==> config.mk <==
export PLATFORM = sky130hd
export DESIGN_NAME = xc_top
export DESIGN_NICKNAME = d
export VERILOG_FILES = /design/src/hw/link_pkg.sv /design/src/hw/xc_pkg.sv /design/src/hw/coincidence_counter.sv /design/src/hw/correlator_array.sv /design/src/hw/packet_framer.sv /design/src/hw/pulse_delay_line.sv /design/src/hw/uart_tx.sv /design/src/hw/xc_top.sv
export VERILOG_INCLUDE_DIRS = /design/src /design/src/hw
export SDC_FILE = /design/constraint.sdc
export NUM_CORES = 1
export LEC_CHECK = 0
export ABC_AREA = 1
export BUFFER_PORTS_ARGS = -buffer_cell sky130_fd_sc_hd__buf_2
export CORE_UTILIZATION = 55
export DETAILED_ROUTE_END_ITERATION = 10
export PLACE_DENSITY = 0.7
export SYNTH_ARGS = -nofsm -noshare
export SYNTH_HDL_FRONTEND = slang
export SYNTH_SLANG_ARGS = --single-unit
==> constraint.sdc <==
create_clock -name pll_clk -period 7.9 [get_ports pll_clk]
set_input_delay 1.58 -clock pll_clk [delete_from_list [all_inputs] [get_ports pll_clk]]
set_output_delay 1.58 -clock pll_clk [all_outputs]
set_load 0.02 [all_outputs]
==> src/hw/xc_consts.svh <==
/*
 * Build-time sizes of the pulse correlator and its serial link.
 * Include this wherever a module or package needs them.
 */

`ifndef XC_CONSTS_SVH
`define XC_CONSTS_SVH

// pulse inputs and lag range
`define NUM_INPUTS 3
`define MAX_LAG 4

// count width in bits, one byte per count at most
`define RESOLUTION 8

// enabled samples per integration window
`define WINDOW_CYCLES 1600

// serial link
`define BAUD_DIV 4
`define SYNC_BYTE 8'hA5

// derived sizes
`define NUM_BASELINES (`NUM_INPUTS * (`NUM_INPUTS - 1) / 2)
`define NUM_SPECTRA (`NUM_INPUTS * `MAX_LAG)
`define NUM_CORRELATIONS (`NUM_BASELINES * (2 * `MAX_LAG - 1))
`define PACKET_BYTES (4 + `NUM_SPECTRA + `NUM_CORRELATIONS)

`endif

==> src/hw/link_pkg.sv <==
/*
 * Types of the serial link: bytes, packet positions and the framer FSM.
 * Shared by the framer, the transmitter and the bound assertions.
 */

`include "xc_consts.svh"

`default_nettype none

package link_pkg;

	typedef logic [7:0] byte_t;

	// position within one packet, header included
	typedef logic [$clog2(`PACKET_BYTES + 1)-1:0] byte_index_t;

	// IDLE waits for a snapshot, SEND offers the current byte,
	// WAIT lets the last byte leave the transmitter
	typedef enum logic [1:0] {
		IDLE = 2'd0,
		SEND = 2'd1,
		WAIT = 2'd2
	} framer_state_t;

endpackage

`default_nettype wire

==> src/hw/xc_pkg.sv <==
/*
 * Types of the correlator datapath: sample vectors, lag indices and counts.
 * Referenced by scoped name from the delay line, the array and the framer.
 */

`include "xc_consts.svh"

`default_nettype none

package xc_pkg;

	// one bit per pulse input, bit a belongs to input a
	typedef logic [`NUM_INPUTS-1:0] sample_t;

	// wide enough to hold any tap number up to 2*MAX_LAG
	typedef logic [$clog2(2 * `MAX_LAG + 1)-1:0] lag_t;

	// the two count kinds are kept apart so their widths can be tuned separately
	typedef logic [`RESOLUTION-1:0] spectrum_count_t;
	typedef logic [`RESOLUTION-1:0] correlation_count_t;

endpackage

`default_nettype wire

==> src/hw/coincidence_counter.sv <==
/*
 * Saturating counter of one coincidence strobe. The count type is a
 * parameter so the same block serves spectrum and correlation counts.
 */

`default_nettype none

module coincidence_counter #(
	parameter type count_t = logic [7:0]
) (
	input logic pll_clk,
	input logic arst_n,
	input logic hit,
	input logic clear,
	output count_t count
);

	localparam count_t COUNT_MAX = '1;

	logic at_max;

	assign at_max = (count == COUNT_MAX);

	always_ff @(posedge pll_clk or negedge arst_n) begin
		if (!arst_n) begin
			count <= '0;
		end else if (clear) begin
			// a new window already includes the sample that opens it
			count <= count_t'(hit);
		end else if (hit && !at_max) begin
			count <= count + count_t'(1);
		end
	end

endmodule

`default_nettype wire

==> src/hw/correlator_array.sv <==
/*
 * Window timer and all auto and cross coincidence counters. The count
 * registers are shown on spectra and correlations, and snapshot_valid
 * marks the cycle where they hold the final counts of a window.
 */

`include "xc_consts.svh"

`default_nettype none

module correlator_array (
	input logic pll_clk,
	input logic arst_n,
	input logic enable,
	input xc_pkg::sample_t line_in,
	output logic snapshot_valid,
	output logic [`NUM_SPECTRA*$bits(xc_pkg::spectrum_count_t)-1:0] spectra,
	output logic [`NUM_CORRELATIONS*$bits(xc_pkg::correlation_count_t)-1:0] correlations
);

	localparam int N = `NUM_INPUTS;
	localparam int L = `MAX_LAG;
	localparam xc_pkg::lag_t NUM_TAPS = xc_pkg::lag_t'(2 * `MAX_LAG - 1);
	localparam int SW = $bits(xc_pkg::spectrum_count_t);
	localparam int CW = $bits(xc_pkg::correlation_count_t);
	localparam int CNT_W = $clog2(`WINDOW_CYCLES);

	logic [NUM_TAPS*N-1:0] history;
	logic [CNT_W-1:0] sample_cnt;
	logic window_first;
	logic window_last;

	pulse_delay_line pulse_delay_line_inst (
		.pll_clk(pll_clk),
		.arst_n(arst_n),
		.shift(enable),
		.sample(line_in),
		.history(history)
	);

	// ------------------------------------------------------------------------
	// window timer
	// ------------------------------------------------------------------------

	assign window_first = enable && (sample_cnt == '0);
	assign window_last = enable && (sample_cnt == CNT_W'(`WINDOW_CYCLES - 1));

	always_ff @(posedge pll_clk or negedge arst_n) begin
		if (!arst_n) begin
			sample_cnt <= '0;
			snapshot_valid <= 1'b0;
		end else begin
			// counters take the last sample on this edge, so the flag lines
			// up with the registers holding the final counts
			snapshot_valid <= window_last;
			if (window_last) begin
				sample_cnt <= '0;
			end else if (enable) begin
				sample_cnt <= sample_cnt + 1'b1;
			end
		end
	end

	// ------------------------------------------------------------------------
	// autocorrelation, input a against its own tap k
	// ------------------------------------------------------------------------

	for (genvar a = 0; a < N; a++) begin : g_auto
		for (genvar k = 0; k < L; k++) begin : g_lag
			logic hit;

			assign hit = enable & history[a] & history[k*N+a];

			coincidence_counter #(
				.count_t(xc_pkg::spectrum_count_t)
			) spectrum_counter_inst (
				.pll_clk(pll_clk),
				.arst_n(arst_n),
				.hit(hit),
				.clear(window_first),
				.count(spectra[(a*L+k)*SW +: SW])
			);
		end
	end

	// ------------------------------------------------------------------------
	// cross-correlation, baseline (a,b) at lag d
	// ------------------------------------------------------------------------

	for (genvar a = 0; a < N; a++) begin : g_cross_a
		for (genvar b = a + 1; b < N; b++) begin : g_cross_b
			for (genvar j = 0; j < 2 * L - 1; j++) begin : g_lag
				localparam int D = j - (L - 1);
				localparam int BL = a * (2 * N - a - 1) / 2 + (b - a - 1);

				logic hit;

				// positive lags delay input a, negative lags delay input b
				if (D >= 0) begin : g_pos
					assign hit = enable & history[D*N+a] & history[b];
				end else begin : g_neg
					assign hit = enable & history[a] & history[(-D)*N+b];
				end

				coincidence_counter #(
					.count_t(xc_pkg::correlation_count_t)
				) correlation_counter_inst (
					.pll_clk(pll_clk),
					.arst_n(arst_n),
					.hit(hit),
					.clear(window_first),
					.count(correlations[(BL*(2*L-1)+j)*CW +: CW])
				);
			end
		end
	end

endmodule

`default_nettype wire

==> src/hw/packet_framer.sv <==
/*
 * Latches a count snapshot and hands it byte by byte to the UART
 * transmitter: four header bytes, the spectra, then the correlations.
 */

`include "xc_consts.svh"

`default_nettype none

module packet_framer (
	input logic pll_clk,
	input logic arst_n,
	input logic snapshot_valid,
	input logic [`NUM_SPECTRA*$bits(xc_pkg::spectrum_count_t)-1:0] spectra,
	input logic [`NUM_CORRELATIONS*$bits(xc_pkg::correlation_count_t)-1:0] correlations,
	input logic tx_ready,
	output logic tx_start,
	output link_pkg::byte_t tx_byte,
	output logic tx_busy
);

	localparam int SW = $bits(xc_pkg::spectrum_count_t);
	localparam int CW = $bits(xc_pkg::correlation_count_t);
	localparam int NS = `NUM_SPECTRA;
	localparam int NC = `NUM_CORRELATIONS;
	localparam int PB = `PACKET_BYTES;

	link_pkg::framer_state_t state;
	link_pkg::byte_index_t idx;
	logic lost_pending;
	logic lost_q;
	logic accept;
	logic last_byte;

	xc_pkg::spectrum_count_t spec_q [NS];
	xc_pkg::correlation_count_t corr_q [NC];

	assign accept = snapshot_valid && (state == link_pkg::IDLE);
	assign last_byte = (idx == link_pkg::byte_index_t'(PB - 1));
	assign tx_start = (state == link_pkg::SEND) && tx_ready;
	assign tx_busy = (state != link_pkg::IDLE);

	always_ff @(posedge pll_clk or negedge arst_n) begin
		if (!arst_n) begin
			state <= link_pkg::IDLE;
			idx <= '0;
			lost_pending <= 1'b0;
			lost_q <= 1'b0;
		end else begin
			// a snapshot that finds us busy is dropped and reported later
			if (snapshot_valid && state != link_pkg::IDLE) begin
				lost_pending <= 1'b1;
			end
			case (state)
				link_pkg::IDLE: begin
					if (snapshot_valid) begin
						state <= link_pkg::SEND;
						idx <= '0;
						lost_q <= lost_pending;
						lost_pending <= 1'b0;
					end
				end
				link_pkg::SEND: begin
					if (tx_ready) begin
						if (last_byte) begin
							state <= link_pkg::WAIT;
						end else begin
							idx <= idx + 1'b1;
						end
					end
				end
				default: begin
					if (tx_ready) begin
						state <= link_pkg::IDLE;
					end
				end
			endcase
		end
	end

	always_ff @(posedge pll_clk) begin
		if (accept) begin
			for (int i = 0; i < NS; i++) begin
				spec_q[i] <= spectra[i*SW +: SW];
			end
			for (int i = 0; i < NC; i++) begin
				corr_q[i] <= correlations[i*CW +: CW];
			end
		end
	end

	// byte at the current packet position
	always_comb begin
		int pos;
		pos = int'(idx);
		if (pos == 0) begin
			tx_byte = `SYNC_BYTE;
		end else if (pos == 1) begin
			tx_byte = link_pkg::byte_t'(`NUM_INPUTS);
		end else if (pos == 2) begin
			tx_byte = link_pkg::byte_t'(`MAX_LAG);
		end else if (pos == 3) begin
			tx_byte = {4'(`RESOLUTION), 3'b000, lost_q};
		end else if (pos < 4 + NS) begin
			tx_byte = link_pkg::byte_t'(spec_q[pos-4]);
		end else if (pos < PB) begin
			tx_byte = link_pkg::byte_t'(corr_q[pos-4-NS]);
		end else begin
			tx_byte = '0;
		end
	end

endmodule

`default_nettype wire

==> src/hw/pulse_delay_line.sv <==
/*
 * History of the sampled pulse vector. Tap 0 is the incoming sample,
 * tap k the sample taken k shifts earlier.
 */

`include "xc_consts.svh"

`default_nettype none

module pulse_delay_line (
	input logic pll_clk,
	input logic arst_n,
	input logic shift,
	input xc_pkg::sample_t sample,
	output logic [(2*`MAX_LAG-1)*`NUM_INPUTS-1:0] history
);

	localparam xc_pkg::lag_t NUM_TAPS = xc_pkg::lag_t'(2 * `MAX_LAG - 1);
	localparam int SAMPLE_W = $bits(xc_pkg::sample_t);

	// past samples only, the current one is passed straight through
	xc_pkg::sample_t past [1:NUM_TAPS-1];

	always_ff @(posedge pll_clk or negedge arst_n) begin
		if (!arst_n) begin
			for (int i = 1; i < NUM_TAPS; i++) begin
				past[i] <= '0;
			end
		end else if (shift) begin
			past[1] <= sample;
			for (int i = 2; i < NUM_TAPS; i++) begin
				past[i] <= past[i-1];
			end
		end
	end

	assign history[0 +: SAMPLE_W] = sample;

	for (genvar k = 1; k < NUM_TAPS; k++) begin : g_tap
		assign history[k*SAMPLE_W +: SAMPLE_W] = past[k];
	end

endmodule

`default_nettype wire

==> src/hw/uart_tx.sv <==
/*
 * 8N1 UART transmitter with a fixed divider of BAUD_DIV clocks per bit.
 * A byte is taken on tx_start while tx_ready is high, LSB first.
 */

`include "xc_consts.svh"

`default_nettype none

module uart_tx (
	input logic pll_clk,
	input logic arst_n,
	input logic tx_start,
	input link_pkg::byte_t tx_byte,
	output logic tx_ready,
	output logic tx
);

	localparam int BAUD_W = $clog2(`BAUD_DIV + 1);

	logic busy;
	logic [BAUD_W-1:0] baud_cnt;
	logic [3:0] bit_cnt;
	// stop, data and start bits, shifted out from bit 0
	logic [9:0] frame;
	logic bit_end;

	assign bit_end = (baud_cnt == BAUD_W'(`BAUD_DIV - 1));
	assign tx_ready = !busy;
	// line idles high between frames
	assign tx = busy ? frame[0] : 1'b1;

	always_ff @(posedge pll_clk or negedge arst_n) begin
		if (!arst_n) begin
			busy <= 1'b0;
			baud_cnt <= '0;
			bit_cnt <= '0;
		end else if (!busy) begin
			if (tx_start) begin
				busy <= 1'b1;
				baud_cnt <= '0;
				bit_cnt <= '0;
			end
		end else if (bit_end) begin
			baud_cnt <= '0;
			if (bit_cnt == 4'd9) begin
				busy <= 1'b0;
			end else begin
				bit_cnt <= bit_cnt + 4'd1;
			end
		end else begin
			baud_cnt <= baud_cnt + 1'b1;
		end
	end

	always_ff @(posedge pll_clk) begin
		if (!busy && tx_start) begin
			frame <= {1'b1, tx_byte, 1'b0};
		end else if (busy && bit_end) begin
			frame <= {1'b1, frame[9:1]};
		end
	end

endmodule

`default_nettype wire

==> src/hw/xc_top.sv <==
/*
 * Top level of the correlator core: counts pulse coincidences over a
 * window and ships each snapshot as a UART packet on tx.
 */

`include "xc_consts.svh"

`default_nettype none

module xc_top (
	input logic pll_clk,
	input logic arst_n,
	input logic enable,
	input xc_pkg::sample_t line_in,
	output logic tx,
	output logic tx_busy
);

	logic snapshot_valid;
	logic [`NUM_SPECTRA*$bits(xc_pkg::spectrum_count_t)-1:0] spectra;
	logic [`NUM_CORRELATIONS*$bits(xc_pkg::correlation_count_t)-1:0] correlations;
	logic tx_start;
	logic tx_ready;
	link_pkg::byte_t tx_byte;

	// ------------------------------------------------------------------------
	// counting core
	// ------------------------------------------------------------------------

	correlator_array correlator_array_inst (
		.pll_clk(pll_clk),
		.arst_n(arst_n),
		.enable(enable),
		.line_in(line_in),
		.snapshot_valid(snapshot_valid),
		.spectra(spectra),
		.correlations(correlations)
	);

	// ------------------------------------------------------------------------
	// packet output
	// ------------------------------------------------------------------------

	packet_framer packet_framer_inst (
		.pll_clk(pll_clk),
		.arst_n(arst_n),
		.snapshot_valid(snapshot_valid),
		.spectra(spectra),
		.correlations(correlations),
		.tx_ready(tx_ready),
		.tx_start(tx_start),
		.tx_byte(tx_byte),
		.tx_busy(tx_busy)
	);

	uart_tx uart_tx_inst (
		.pll_clk(pll_clk),
		.arst_n(arst_n),
		.tx_start(tx_start),
		.tx_byte(tx_byte),
		.tx_ready(tx_ready),
		.tx(tx)
	);

endmodule

`default_nettype wire

==> run summary, run 1 <==
status -> completed
via-per-instance ratio -> 5.836
Total GRT Usage -> 0.2627
total I/O pin count -> 8
buffer count from post-CTS setup fixing -> 0
number of hold violations in the final report -> 0
largest delay contributor family on the critical path -> buffers and inverters
leading area contributor after synthesis -> edfxtp_1
worst voltage drop across the vdd grid -> 0.2501 mV
level count of the clock H-tree -> 2
CP Buf/Inv Count -> 5
nets in the synthesized netlist -> 2813
CTS clk-pin slew, worst paths -> 0.06 ns
Die Y-Extent -> 221.5 µm
post-detailed-route count of antenna-violating nets -> 0
share of the synthesized area in the top cell type -> 0.3083
post-layout util -> 0.6076
class of the tightest hold or removal check -> flop to flop
full die area -> 49050 µm²
root buffer selected by CTS -> clkbuf_16
RSZ-0062 raised after global routing -> no
Worst path max stage delay -> 0.72 ns
total number of vias -> 19942
reg2reg path depth -> 17
top_reg_cell synth -> dfrtp_1
Pre-antenna DRT Iters -> 5
Post-CTS Hold Fix Bufs -> 0
Syn Std Cell Area -> 26490 µm²
Routability Congestion -> 0.8900
remaining routing DRC violations -> 0
CP cell instances -> buf_2 > inv_2 > nor3_2 > nand2_4 > buf_4 > inv_2 > buf_4 > nor3_1 > a221o_1
die boundary width -> 221.5 µm
r2r setup slk -> 4.09 ns
Num CTS Buffers -> 59
number of pins exceeding their max-slew limit in the final report -> 0
Syn Inst Count -> 2761
first-pass GRT wire length -> 101600 µm
post-synthesis to final-layout area growth -> 9.271%
power per standard cell area -> 292.2 nW/µm²
DRT Wirelength -> 63480 µm
transition time at the pin with the least slew margin -> 1.156 ns
top cells by area in the synthesized netlist -> edfxtp_1, dfrtp_1, nand2_1
number of synthesized flops with an enable pin -> 272
number of antenna violations at the first check in global routing -> 0
# rows -> 80
Required @ worst endpoint -> 8.40 ns
via count of the first global-routing pass -> 19423
count of max-cap constraint violations -> 0
Layout Skew -> 0.01343 ns
number of input and output port buffers inserted -> 7
cells resized by post-CTS repair -> 0
Final min period -> 4.023 ns
routed length per instance -> 18.58 µm
insertion delay of the later-clocked pin in the worst-skew pair -> 0.62 ns
CP Max Fanout -> 61
half-perimeter wire length after detailed placement -> 41300 µm
count of routing violations after the opening detailed-route iteration -> 2013
layout cells sized above 1 -> 0.08815
Worst Setup End Kind -> flop
Final period util -> 0.5093
starting density of the core -> 0.5560
number of distinct library cells after synthesis -> 58
capturing point of the worst reg2reg path -> uart_tx_inst.frame[3]
critical path launch point type -> input pin
NumNets Final -> 2804
instance count along the most critical hold path -> 0
static leakage power -> 12.67 nW
sum of overflow across all layers after global routing -> 0
maximum clock frequency -> 248.5 MHz
# fillers -> 3949
area inside the core boundary -> 47650 µm²
slowest CP cell -> inv_2
count of state elements after synthesis -> 576
startpoint-to-endpoint class of the critical path -> input pin to flop
share of async-settable or async-resettable flops after synthesis -> 0.5260
clk buf depth -> 3
Seq/Total Area, Yosys -> 0.5953
number of antenna diodes -> 0
headroom to the max-slew limit -> 0.2294
number of sinks handled by clock tree synthesis -> 576
total negative setup slack -> 0 ns
worst hold path endpoint -> packet_framer_inst.spec_q[9][6]
pin count of the biggest net entering global routing -> 191
mean post-synth cell area -> 9.595 µm²
Syn. warnings -> 0
CTS tree -> done
setup-violating endpoint count in the final report -> 0
Crit Reg-Reg Startpoint -> packet_framer_inst.idx[0]
data arrival time of the critical path -> 4.52 ns
report_power, final:
group / switching (mW) / internal (mW) / total [mW]
Clock: 1.16 / 1.77 / 2.93
Sequential: 0.567 / 3.77 / 4.33
Combinational: 0.733 / 0.465 / 1.20
Total: 2.46 / 6.00 / 8.46
worst register-to-register path, delay by kind of cell, from the launching register on:
kind          cells  cell delay [ns]
buf+inv           2             1.43
simple gates     15             1.39
flops             1             0.74
stage by stage:
stage	worst slack [ns]	power (mW)	hold WS [ns]	cell area, µm²	cells
global placement	3.352	5.436	0.4370	26910	3306
CTS	3.919	8.484	0.4564	28950	3417
floorplan	2.225	5.139	0.4249	26490	2761
detailed placement	3.253	5.559	0.4416	26910	3306
global route	3.734	8.871	0.4594	28950	3417
finish	3.877	8.459	0.4572	28950	3417
layout by cell type, fill, tap and decap left out, types with 3 or more instances in the layout:
cell / instances
a211oi_1: 27
a21oi_1: 172
a221oi_1: 21
a31oi_1: 43
a32o_1: 5
and3_1: 4
buf_2: 6
buf_4: 13
bufinv_16: 10
clkbuf_1: 12
clkbuf_16: 61
clkbuf_8: 4
clkinv_1: 13
clkinv_2: 13
dfrtp_1: 301
edfxtp_1: 272
ha_1: 46
inv_1: 286
inv_2: 38
nand2_1: 533
nand2_2: 8
nand2_4: 3
nand3_1: 113
nand4_1: 35
nor2_1: 266
nor2_2: 47
nor2_4: 10
nor3_1: 33
nor3_2: 9
nor4_1: 8
o211ai_1: 8
o21ai_0: 219
o21ai_1: 57
o21ai_2: 4
o221ai_1: 3
o22ai_1: 51
xor2_1: 11
cells by family (layout without fill, tap and decap cells):
kind of cell	after synthesis	in the layout	synth area share
AO/OA/AOI/OAI	625	625	0.1338
flip-flops	576	576	0.5953
buffers and inverters	421	462	0.06702
adder cells (fa/ha/maj)	46	46	0.02173
XOR/XNOR	11	11	0.003637
AND/OR/NAND/NOR	1082	1082	0.1786
final cells by class:
class | instances | area [µm²] | share of cell area
sequential | 576 | 15780 | 0.5449
multi-input combinational | 1764 | 8956 | 0.3094
clock buffer | 77 | 1627 | 0.05619
inverter | 330 | 1244 | 0.04296
tap | 615 | 769.5 | 0.02658
clock inverter | 34 | 414.1 | 0.01431
timing repair buffer | 21 | 162.7 | 0.005619
per-layer routing:
layer  GRT usage  vias to the layer above  wire length (µm)  share of wire
li1            -                     9381                 -              -
met1      0.3522                     9685             26700           0.42
met2      0.4274                      722             29880           0.47
met3     0.04076                      154              4373          0.069
met4      0.1145                        0              2534          0.040
met5           0                        -                 0              0
worst max path at each step:
stage	to	slack, ns	start	cells past startpoint
after floorplan	packet_framer_inst.state[1]	2.22	packet_framer_inst.state[1]	5
after global placement	flop	3.35	enable	9
after detailed placement	flop	3.25	enable	9
after CTS	flop	3.92	enable	9
after global routing	flop	3.73	enable	9
final	flop	3.88	enable	9
synth_stat cells, types with 21 or more instances:
master and number:
a31oi_1 43, dfrtp_1 303, nand2_1 535, a221oi_1 21, a21oi_1 172, nor2_2 47
buf_2 54, nor3_1 33, ha_1 46, edfxtp_1 272, inv_2 39, nand4_1 35
o22ai_1 51, o21ai_0 219, inv_1 286, a211oi_1 27, nor2_1 266, nand3_1 113
o21ai_1 57
(Power assumes the default switching activity.)
==> run 2: changes to the inputs <==
Clock period 7.9 ns to 4.11 ns, I/O delays scaled along.
==> run summary, run 2 (synthesized netlist as in run 1, its figures left out) <==
status -> completed
number of pins exceeding their max-slew limit in the final report -> 0
start point of the critical path -> packet_framer_inst.idx[2]
count of routing violations after the opening detailed-route iteration -> 1861
Placed Instance Area -> 27040 µm²
Final period util -> 0.7110
Pre-antenna DRT Iters -> 6
area occupied by multi-input gates -> 8964 µm²
total I/O pin count -> 8
setup-violating endpoint count in the final report -> 0
internal power -> 11.23 mW
number of input and output port buffers inserted -> 7
number of sinks handled by clock tree synthesis -> 576
buffer count from post-CTS setup fixing -> 0
Flop pwr share -> 0.523
Num CTS Buffers -> 58
class of the tightest hold or removal check -> input pin to async pin
Final min period -> 2.922 ns
static leakage power -> 12.67 nW
pin count of the biggest net entering global routing -> 142
worst voltage drop across the vdd grid -> 0.5625 mV
RSZ-0062 raised after global routing -> no
startpoint-to-endpoint class of the critical path -> flop to flop
area inside the core boundary -> 47650 µm²
reg2reg path depth -> 10
Post-Place Cells -> 3315
count of placed standard cells in the final layout, fillers left out -> 3424
Total GRT Usage -> 0.2657
CP Max Fanout -> 16
routed length per instance -> 18.72 µm
maximum clock frequency -> 342.2 MHz
Crit Reg-Reg Startpoint -> packet_framer_inst.idx[2]
post-detailed-route count of antenna-violating nets -> 0
first-pass GRT wire length -> 102700 µm
post-route cell area -> 28960 µm²
critical path launch point type -> flop
number of antenna violations at the first check in global routing -> 2
count of max-cap constraint violations -> 0
sequential cell area -> 15780 µm²
power share of the clock group -> 0.332
remaining routing DRC violations -> 0
via count of the first global-routing pass -> 19067
via-per-instance ratio -> 5.774
switching fraction of total power -> 0.2955
total power after layout -> 15.94 mW
die boundary width -> 221.5 µm
power per standard cell area -> 550.4 nW/µm²
Worst Setup End Kind -> flop
root buffer selected by CTS -> clkbuf_16
CTS clk-pin slew, worst paths -> 0.06 ns
clk buf depth -> 3
starting density of the core -> 0.5560
data arrival time of the critical path -> 3.40 ns
Die Y-Extent -> 221.5 µm
layout cells sized above 1 -> 0.09042
net switching power -> 4.710 mW
cells resized by post-CTS repair -> 0
number of hold violations in the final report -> 0
commonest non-fill, non-tap cell in the layout -> nand2_1
level count of the clock H-tree -> 2
insertion delay of the later-clocked pin in the worst-skew pair -> 0.62 ns
total number of vias -> 19770
Layout Skew -> 0.02610 ns
Post-CTS Hold Fix Bufs -> 0
post-synthesis to final-layout area growth -> 9.300%
number of antenna diodes -> 0
transition time at the pin with the least slew margin -> 0.8499 ns
DRT Wirelength -> 64110 µm
Worst Hold Slack -> 0.1698 ns
commonest cells after routing, fill and taps aside -> nand2_1, dfrtp_1, inv_1
NumNets Final -> 2812
CTS tree -> done
half-perimeter wire length after detailed placement -> 42270 µm
sum of overflow across all layers after global routing -> 0
full die area -> 49050 µm²
# fillers -> 3882
Routability Congestion -> 0.9002
headroom to the max-slew limit -> 0.4326
# rows -> 80
part of the power in combinational logic -> 0.145
Required @ worst endpoint -> 4.59 ns
[run 2: power groups by stage]
stage               sequential (mW)  combinational, mW  clock [mW]
floorplan                      8.07               1.81           0
global placement               8.33               2.12           0
detailed placement             8.40               2.29           0
CTS                            8.30               2.31        5.38
global route                   8.48               2.68        5.60
finish                         8.33               2.31        5.30
[run 2: final timing paths]
check,endpoint,slack [ns]
max,uart_tx_inst.frame[7],1.19
min,async pin,0.17
min in group pll_clk,packet_framer_inst.corr_q[19][5],0.45
min reg2reg,packet_framer_inst.corr_q[19][5],0.45
max in group asynchronous,async pin,3.01
max reg2reg,uart_tx_inst.frame[7],1.19
[run 2: cell type report]
type                            count  share of cell area
Sequential cell                   576              0.5448
Multi-Input combinational cell   1764              0.3096
Clock buffer                       75             0.05479
Inverter                          330             0.04295
Tap cell                          615             0.02658
Clock inverter                     34             0.01119
Timing Repair Buffer               30             0.01011
[run 2: layer usage]
| metal | vias to the layer above | track usage | part of all wire |
|---|---|---|---|
| li1 | 9412 | - | - |
| met1 | 9603 | 0.3685 | 0.43 |
| met2 | 635 | 0.4296 | 0.47 |
| met3 | 116 | 0.04037 | 0.064 |
| met4 | 4 | 0.09252 | 0.030 |
| met5 | - | 0 | 0.00042 |
[run 2: worst max-delay path, cell delays in order (launching register included)]
cell and delay, ns:
dfrtp_1 0.61, inv_1 0.36, ha_1 0.53, inv_2 0.13
nor2_4 0.35, nand2_1 0.12, o2111ai_1 0.30, nand2_1 0.15
nand2_1 0.09, nand2_1 0.06, nand2_1 0.07
[run 2: metrics by stage]
stage / setup slack [ns] / utilization / setup TNS (ns)
after floorplan: -1.475 / - / -254.28
after global placement: 1.251 / 0.5676 / 0
after detailed placement: 1.196 / 0.5676 / 0
after CTS: 1.277 / 0.6077 / 0
after global routing: 0.9634 / 0.6077 / 0
final: 1.188 / 0.6077 / 0
